==> src/design/dfa_pkg.sv <==
`default_nettype none

// Automaton types and pattern constants for the PASS matcher
package dfa_pkg;

  // Input byte width
  localparam int CHAR_W = 8;

  // Encoding width of the automaton state
  localparam int DFA_STATE_W = 3;

  // Depth of the per-stream context memory
  localparam int STREAM_COUNT = 64;

  // One byte of the packet payload
  typedef logic [CHAR_W-1:0] char_t;

  // Pattern bytes, ASCII and case sensitive
  localparam char_t PAT_P = 8'h50;
  localparam char_t PAT_A = 8'h41;
  // S appears twice in the pattern
  localparam char_t PAT_S = 8'h53;

  // Progress through the pattern
  // Also the value kept per stream between packets
  typedef enum logic [DFA_STATE_W-1:0] {
    // Nothing matched yet
    st_idle,
    // Seen P
    st_p,
    // Seen PA
    st_pa,
    // Seen PAS
    st_pas,
    // Full PASS seen, accepting
    st_pass
  } dfa_state_t;

endpackage

`default_nettype wire

==> src/design/stream_pkg.sv <==
`default_nettype none

// Packet control types shared by the sender side and the design
package stream_pkg;

  // Stream id width, enough for 64 interleaved streams
  localparam int STREAM_ID_W = 6;

  // Width of the running count of matching packets
  localparam int COUNT_W = 16;

  // Identifies one of the interleaved streams
  typedef logic [STREAM_ID_W-1:0] stream_id_t;

  // Sent with the load strobe at packet start
  typedef struct packed {
    // Stream the packet belongs to
    stream_id_t stream_id;
    // Stream has no saved context yet, start from idle
    logic       new_stream;
  } pkt_start_t;

  // Sent with the end-of-packet strobe
  typedef struct packed {
    // Stream the packet belongs to
    stream_id_t stream_id;
    // Matcher active for this stream, commit flag and state
    logic       enable;
  } pkt_end_t;

  // Count of packets that contained a match
  typedef logic [COUNT_W-1:0] match_count_t;

endpackage

`default_nettype wire
==> src/design/pop3_match_top.sv <==
`default_nettype none

// POP3 PASS matcher over interleaved packet streams
// Context store -> DFA engine -> match tally
module pop3_match_top
  import stream_pkg::*;
  import dfa_pkg::*;
(
  input  wire logic       clk,
  input  wire logic       rst_n,
  // Packet start
  input  wire logic       load,
  input  wire pkt_start_t pkt_start,
  // Payload bytes
  input  wire logic       char_vld,
  input  wire char_t      char_in,
  // Packet end
  input  wire logic       eop,
  input  wire pkt_end_t   pkt_end,
  // Results
  output match_count_t    count,
  output logic            fired
);

  // Store to engine
  wire logic       restore_vld;
  wire dfa_state_t restore_state;

  // Engine to store and tally
  wire dfa_state_t state_out;
  wire logic       accept_out;

  // Saves and restores per-stream state
  stream_context_store store_i (
    .clk           (clk),
    .rst_n         (rst_n),
    .load          (load),
    .pkt_start     (pkt_start),
    .eop           (eop),
    .pkt_end       (pkt_end),
    .state_out     (state_out),
    .restore_vld   (restore_vld),
    .restore_state (restore_state)
  );

  // Pattern automaton
  dfa_engine engine_i (
    .clk           (clk),
    .rst_n         (rst_n),
    .char_vld      (char_vld),
    .char_in       (char_in),
    .restore_vld   (restore_vld),
    .restore_state (restore_state),
    .state_out     (state_out),
    .accept_out    (accept_out)
  );

  // Only the enable bit of pkt_end matters here
  match_tally tally_i (
    .clk        (clk),
    .rst_n      (rst_n),
    .load       (load),
    .eop        (eop),
    .enable     (pkt_end.enable),
    .accept_out (accept_out),
    .fired      (fired),
    .count      (count)
  );

endmodule

`default_nettype wire

==> src/design/match_tally.sv <==
`default_nettype none

// Speculative per-packet match flag and the committed packet count
module match_tally
  import stream_pkg::*;
(
  input  wire logic clk,
  input  wire logic rst_n,
  // Packet framing strobes
  input  wire logic load,
  input  wire logic eop,
  // Matcher enabled for the packet ending now
  input  wire logic enable,
  // Match pulse from the engine
  input  wire logic accept_out,
  // Match seen somewhere in the current packet
  output logic      fired,
  // Packets that matched, committed at end of packet
  output match_count_t count
);

  // Flag as it stands at this edge
  // An accept arriving with eop still counts for this packet
  logic hit;

  assign hit = fired | accept_out;

  // Later assignments take priority
  always_ff @(posedge clk)
  begin
    if (!rst_n)
    begin
      fired <= 1'b0;
    end
    else
    begin
      // New packet, nothing seen yet
      if (load)
      begin
        fired <= 1'b0;
      end
      if (accept_out)
      begin
        fired <= 1'b1;
      end
      // Disabled packet, result is thrown away
      if (eop && !enable)
      begin
        fired <= 1'b0;
      end
    end
  end

  // At most one increment per packet, however many matches it held
  always_ff @(posedge clk)
  begin
    if (!rst_n)
    begin
      count <= '0;
    end
    else if (eop && enable)
    begin
      count <= count + match_count_t'(hit);
    end
  end

endmodule

`default_nettype wire

==> src/design/dfa_engine.sv <==
`default_nettype none

// Hand-coded DFA for the literal PASS
// Three register stages: input, state, output
module dfa_engine
  import dfa_pkg::*;
(
  input  wire logic       clk,
  input  wire logic       rst_n,
  // Byte stream
  input  wire logic       char_vld,
  input  wire char_t      char_in,
  // State override at packet start
  input  wire logic       restore_vld,
  input  wire dfa_state_t restore_state,
  // Registered results
  output dfa_state_t      state_out,
  output logic            accept_out
);

  // Input stage
  logic       char_vld_q;
  char_t      char_q;
  logic       restore_vld_q;
  dfa_state_t restore_state_q;

  // State stage
  dfa_state_t state_q;
  logic       accept_q;

  // Next-state logic
  dfa_state_t from_state;
  dfa_state_t next_state;

  // Input valids carry control, so they reset
  always_ff @(posedge clk)
  begin
    if (!rst_n)
    begin
      char_vld_q    <= 1'b0;
      restore_vld_q <= 1'b0;
    end
    else
    begin
      char_vld_q    <= char_vld;
      restore_vld_q <= restore_vld;
    end
  end

  // Input payload
  always_ff @(posedge clk)
  begin
    char_q          <= char_in;
    restore_state_q <= restore_state;
  end

  always_comb
  begin
    // After a full match, continue as if from idle so overlaps still count
    from_state = (state_q == st_pass) ? st_idle : state_q;
    if (char_q == PAT_P)
    begin
      // P always restarts the pattern, covers PAPASS style overlap
      next_state = st_p;
    end
    else
    begin
      case (from_state)
        st_p:    next_state = (char_q == PAT_A) ? st_pa : st_idle;
        st_pa:   next_state = (char_q == PAT_S) ? st_pas : st_idle;
        st_pas:  next_state = (char_q == PAT_S) ? st_pass : st_idle;
        default: next_state = st_idle;
      endcase
    end
  end

  // State stage
  // Restore wins over a byte, the sender keeps them apart anyway
  always_ff @(posedge clk)
  begin
    if (!rst_n)
    begin
      state_q  <= st_idle;
      accept_q <= 1'b0;
    end
    else if (restore_vld_q)
    begin
      state_q  <= restore_state_q;
      accept_q <= 1'b0;
    end
    else if (char_vld_q)
    begin
      state_q  <= next_state;
      // Accept only on entering st_pass, one pulse per match
      accept_q <= (next_state == st_pass);
    end
    else
    begin
      accept_q <= 1'b0;
    end
  end

  // Output stage, for timing toward store and tally
  always_ff @(posedge clk)
  begin
    if (!rst_n)
    begin
      state_out  <= st_idle;
      accept_out <= 1'b0;
    end
    else
    begin
      state_out  <= state_q;
      accept_out <= accept_q;
    end
  end

endmodule

`default_nettype wire

==> src/design/stream_context_store.sv <==
`default_nettype none

// Per-stream DFA context
// Restores the saved state at packet start, saves the final state at end of packet
module stream_context_store
  import stream_pkg::*;
  import dfa_pkg::*;
(
  input  wire logic       clk,
  input  wire logic       rst_n,
  // Packet start strobe and its control
  input  wire logic       load,
  input  wire pkt_start_t pkt_start,
  // End-of-packet strobe and its control
  input  wire logic       eop,
  input  wire pkt_end_t   pkt_end,
  // Final state from the engine, stable by the time eop arrives
  input  wire dfa_state_t state_out,
  // Restore request toward the engine, one cycle after load
  output logic            restore_vld,
  output dfa_state_t      restore_state
);

  // One saved state per stream
  // Contents are only meaningful once a stream has been written
  dfa_state_t state_mem [STREAM_COUNT];

  // Save on enabled end of packet
  // A disabled packet leaves the previous context in place
  always_ff @(posedge clk)
  begin
    if (eop && pkt_end.enable)
    begin
      state_mem[pkt_end.stream_id] <= state_out;
    end
  end

  // Restore strobe, single cycle per load
  always_ff @(posedge clk)
  begin
    if (!rst_n)
    begin
      restore_vld <= 1'b0;
    end
    else
    begin
      restore_vld <= load;
    end
  end

  // Restore value, only looked at while restore_vld is high
  always_ff @(posedge clk)
  begin
    if (load)
    begin
      // Unknown stream starts clean
      if (pkt_start.new_stream)
      begin
        restore_state <= st_idle;
      end
      else
      begin
        restore_state <= state_mem[pkt_start.stream_id];
      end
    end
  end

endmodule

`default_nettype wire

==> config.mk <==
export PLATFORM = sky130hd
export DESIGN_NAME = pop3_match_top
export DESIGN_NICKNAME = d
export VERILOG_FILES = /design/src/design/dfa_pkg.sv /design/src/design/stream_pkg.sv /design/src/design/pop3_match_top.sv /design/src/design/match_tally.sv /design/src/design/dfa_engine.sv /design/src/design/stream_context_store.sv
export SDC_FILE = /design/constraint.sdc
export NUM_CORES = 1
export LEC_CHECK = 0
export ABC_AREA = 0
export BUFFER_PORTS_ARGS = -buffer_cell sky130_fd_sc_hd__buf_4
export CAP_MARGIN = 10
export CORE_MARGIN = 4
export CORE_UTILIZATION = 59
export CTS_BUF_LIST = sky130_fd_sc_hd__clkbuf_16
export DETAILED_ROUTE_END_ITERATION = 10
export GPL_TIMING_DRIVEN = 0
export HOLD_SLACK_MARGIN = 0.08
export PLACE_DENSITY = 0.77
export SYNTH_ARGS = -nofsm -noshare
export SYNTH_HDL_FRONTEND = slang
export SYNTH_SLANG_ARGS = --single-unit
==> constraint.sdc <==
create_clock -name clk -period 2.42 [get_ports clk]
set_clock_uncertainty 0.2 [all_clocks]
set_input_delay 0.242 -clock clk [delete_from_list [all_inputs] [get_ports clk]]
set_output_delay 0.242 -clock clk [all_outputs]
set_load 0.05 [all_outputs]
==> results.py <==
metrics = {
    "status": {
        "status": "complete, no violations",
    },
    "clock_network": {
        "htree_levels": 1,
        "path_clk_slew_ns": 0.06,
        "cts_buffers": 24,
        "cts_setup_buffers": 0,
        "cts_tree": "done",
        "clock_path_buffers": 3,
        "cts_root_buffer": "clkbuf_16",
        "clk_latency_ns": 0.52,
        "clkSinkCount": 234,
    },
    "layout": {
        "final_common_cell": "edfxtp_1",
        "drive_above_1_share_pct": 21.88,
        "nets": 670,
        "insertedDiodeCount": 0,
        "fillers": 952,
        "syn_to_final_growth_pct": 16.61,
        "fin_util_pct": 70.68,
        "final_cell_mix": "edfxtp_1 (195), nor2_1 (85), buf_4 (44), mux4_2 (43), dfxtp_1 (36)",
    },
    "placed_design": {
        "dp_hpwl_um": 12340,
        "gp_congestion": 0.8642,
        "numPortBuffers": 39,
        "dp_slack_ns": -0.2233,
    },
    "logic_synthesis": {
        "syn_avg_cell_area_sq_um": 16.66,
        "syn_area_sq_mm": 0.009249,
        "ys_warn_count": 0,
        "synthesis.nets": 584,
        "synth_edf_count": 195,
        "synth_area_leaders": "edfxtp_1 (63%), mux4_2 (10%), dfxtp_1 (8.4%)",
        "netlist_instances": 555,
        "ys_seq_area_share_pct": 71.75,
        "yosysTopAreaCell": "edfxtp_1",
        "ys_ff_latch": 234,
        "async_flop_share_pct": 0,
        "synth-main-ff-cell": "edfxtp_1",
        "synth_cell_types": 42,
        "synth_top_area_share_pct": 63.31,
    },
    "global_route": {
        "grt_pass1_wl_um": 30300,
        "grt_max_degree": 65,
        "grt-ovfl-total": 0,
        "grtUsageTotal_pct": 22.29,
        "first_global_vias": 5371,
        "antenna_found_initial": 0,
    },
    "setup_path": {
        "cp.required_ns": 2.41,
        "start_kind": "input port",
        "cpMostUsedCell": "nor2_1",
        "cp_max_fo": 8,
        "r2r_setup_slack_ns": 0.19,
        "r2r-start": "store_i.state_mem[10][2]",
        "path_class": "in -> reg",
        "critical_path.endpoint": "store_i.state_mem[30][1]",
        "rr_endpoint": "store_i.restore_state[2]",
        "path_buf_inv": 2,
        "slowest_delay_ns": 0.55,
        "cp_top_family": "simple AND/OR/NAND/NOR gates",
        "worstPathCellList": "dlygate4sd3_1 -> buf_4 -> nand2_1 -> nor2_1 -> nand3_1 -> nor2_1",
        "worstPathArrival_ns": 2.27,
        "slowest_stage": "nand3_1",
        "ff2ff_path_depth": 4,
        "path_depth": 6,
        "cp-startpoint": "pkt_end[0]",
        "end_kind": "register",
    },
    "floorplan": {
        "dieArea_sq_mm": 0.01774,
        "rows": 45,
        "dieWidth_um": 133.2,
        "io_pins": 44,
        "core-area_sq_mm": 0.01526,
        "die_h_um": 133.2,
        "initial_core_util_pct": 60.62,
    },
    "timing": {
        "setup_viol": 0,
        "fin_setup_tns_ns": 0,
        "fin_crit_ns": 2.286,
        "layout_setup_ws_ns": 0.1337,
        "maxSlewViolCount": 0,
        "fmaxAchievable_mhz": 437.4,
        "worst_hold_slack_ns": 0.1426,
        "grt_setup_unrepaired": "no",
        "tightestPinTransition_ns": 0.6346,
        "fin_crit_sh_pct": 94.48,
        "slew_headroom_pct": 57.58,
        "finalHoldViolCount": 0,
    },
    "route": {
        "via_per_inst": 6.007,
        "ant_nets": 0,
        "remaining_drc_errors": 0,
        "vias": 5220,
        "wl_per_cell_um": 22.52,
        "finalWirelength_um": 19570,
        "initialDrtViolationCount": 467,
        "first_pass_iters": 6,
    },
    "min_path": {
        "hp-class": "reg -> reg",
        "whs_path_depth": 0,
    },
    "power": {
        "power_density_mw_per_mm2": 757.5,
        "leakagePower_nw": 3.714,
        "ir_drop_uv": 768.4,
    },
    "job": {
        "cap_violations": 0,
    },
}
## metal layers
layer / GRT usage, % / part of all wire (%) / vias up
met3: 3.474 / 6.7 / 54
met2: 37.98 / 51 / 233
met5: 0 / 0 / -
li1: - / - / 2318
met4: 7.543 / 3.4 / 0
met1: 29.76 / 39 / 2615
## where the power goes
part           switching [mW]  internal (mW)  leakage, nW
clock network            1.50           1.93        0.380
registers              0.0160           4.35         2.19
logic                   0.203          0.177         1.14
## cells in the mapped netlist, drive strengths merged (2+ instances only)
master,count
a21oi,8
a221o,2
a221oi,3
and2,7
and3,6
buf,13
clkbuf,12
dfxtp,39
edfxtp,195
ha,2
inv,8
mux2i,14
mux4,48
nand2,24
nand2b,6
nand3,6
nand3b,3
nand4,2
nor2,85
nor2b,8
nor3,9
nor3b,3
nor4,2
o211ai,2
o21ai,6
o221ai,2
o22ai,6
o32ai,2
or2,3
or3,11
or3b,3
xnor2,7
xor2,3
## registers in the layout, summed over array words and instances, names as in the netlist
name and flops:
store_i.state_mem 192, tally_i.count 16, engine_i.char_q 8, engine_i.restore_state_q 3, engine_i.state_out 3, engine_i.state_q 3
store_i.restore_state 3, engine_i.accept_out 1, engine_i.accept_q 1, engine_i.char_vld_q 1, engine_i.restore_vld_q 1, store_i.restore_vld 1
tally_i.fired 1
## layout make-up
class | instances | area [sq um] | share of cell area, %
clock buffers | 24 | 600.6 | 5.568
multi-input cells | 288 | 2437 | 22.60
plain buffers | 25 | 145.1 | 1.346
repair buffers | 60 | 533.0 | 4.942
inverters | 8 | 30.03 | 0.2784
flip-flops and latches | 234 | 6640 | 61.57
well taps | 211 | 264.0 | 2.448
clock inverters | 19 | 135.1 | 1.253
## stage by stage
stage	cells	power (mW)	instance area, sq um
after floorplan	555	4.673	9249
after global placement	805	4.790	9806
after detailed placement	808	4.805	9869
after CTS	869	8.222	10790
after global routing	869	8.423	10790
final	869	8.170	10790
## how the worst min path moves through the flow
| stage | from | to | slack (ns) |
|---|---|---|---|
| after floorplan | char_in[0] | engine_i.char_q[0] | 0.07 |
| after global placement | store_i.restore_state[1] | engine_i.restore_state_q[1] | 0.13 |
| after detailed placement | store_i.restore_state[1] | engine_i.restore_state_q[1] | 0.13 |
| after CTS | store_i.restore_state[2] | engine_i.restore_state_q[2] | 0.14 |
| after global routing | store_i.restore_state[2] | engine_i.restore_state_q[2] | 0.15 |
| final | store_i.restore_state[2] | engine_i.restore_state_q[2] | 0.14 |
## cell families (layout without fill, tap and decap cells)
group | Yosys count | in the layout | synth area share (%)
fa+ha+maj | 2 | 2 | 0.2705
flops | 234 | 234 | 71.75
simple gates | 178 | 178 | 9.051
buf+inv | 33 | 136 | 1.894
compound gates | 35 | 35 | 2.557
mux | 63 | 63 | 13.53
xor+xnor | 10 | 10 | 0.9470
## repair_timing
item	4_1_cts	5_1_grt
endpoints found under the setup margin	0	0
resized for setup	0	0
hold buffers	18	0
hold endpoints to repair	24	0
(Power assumes the default switching activity.)
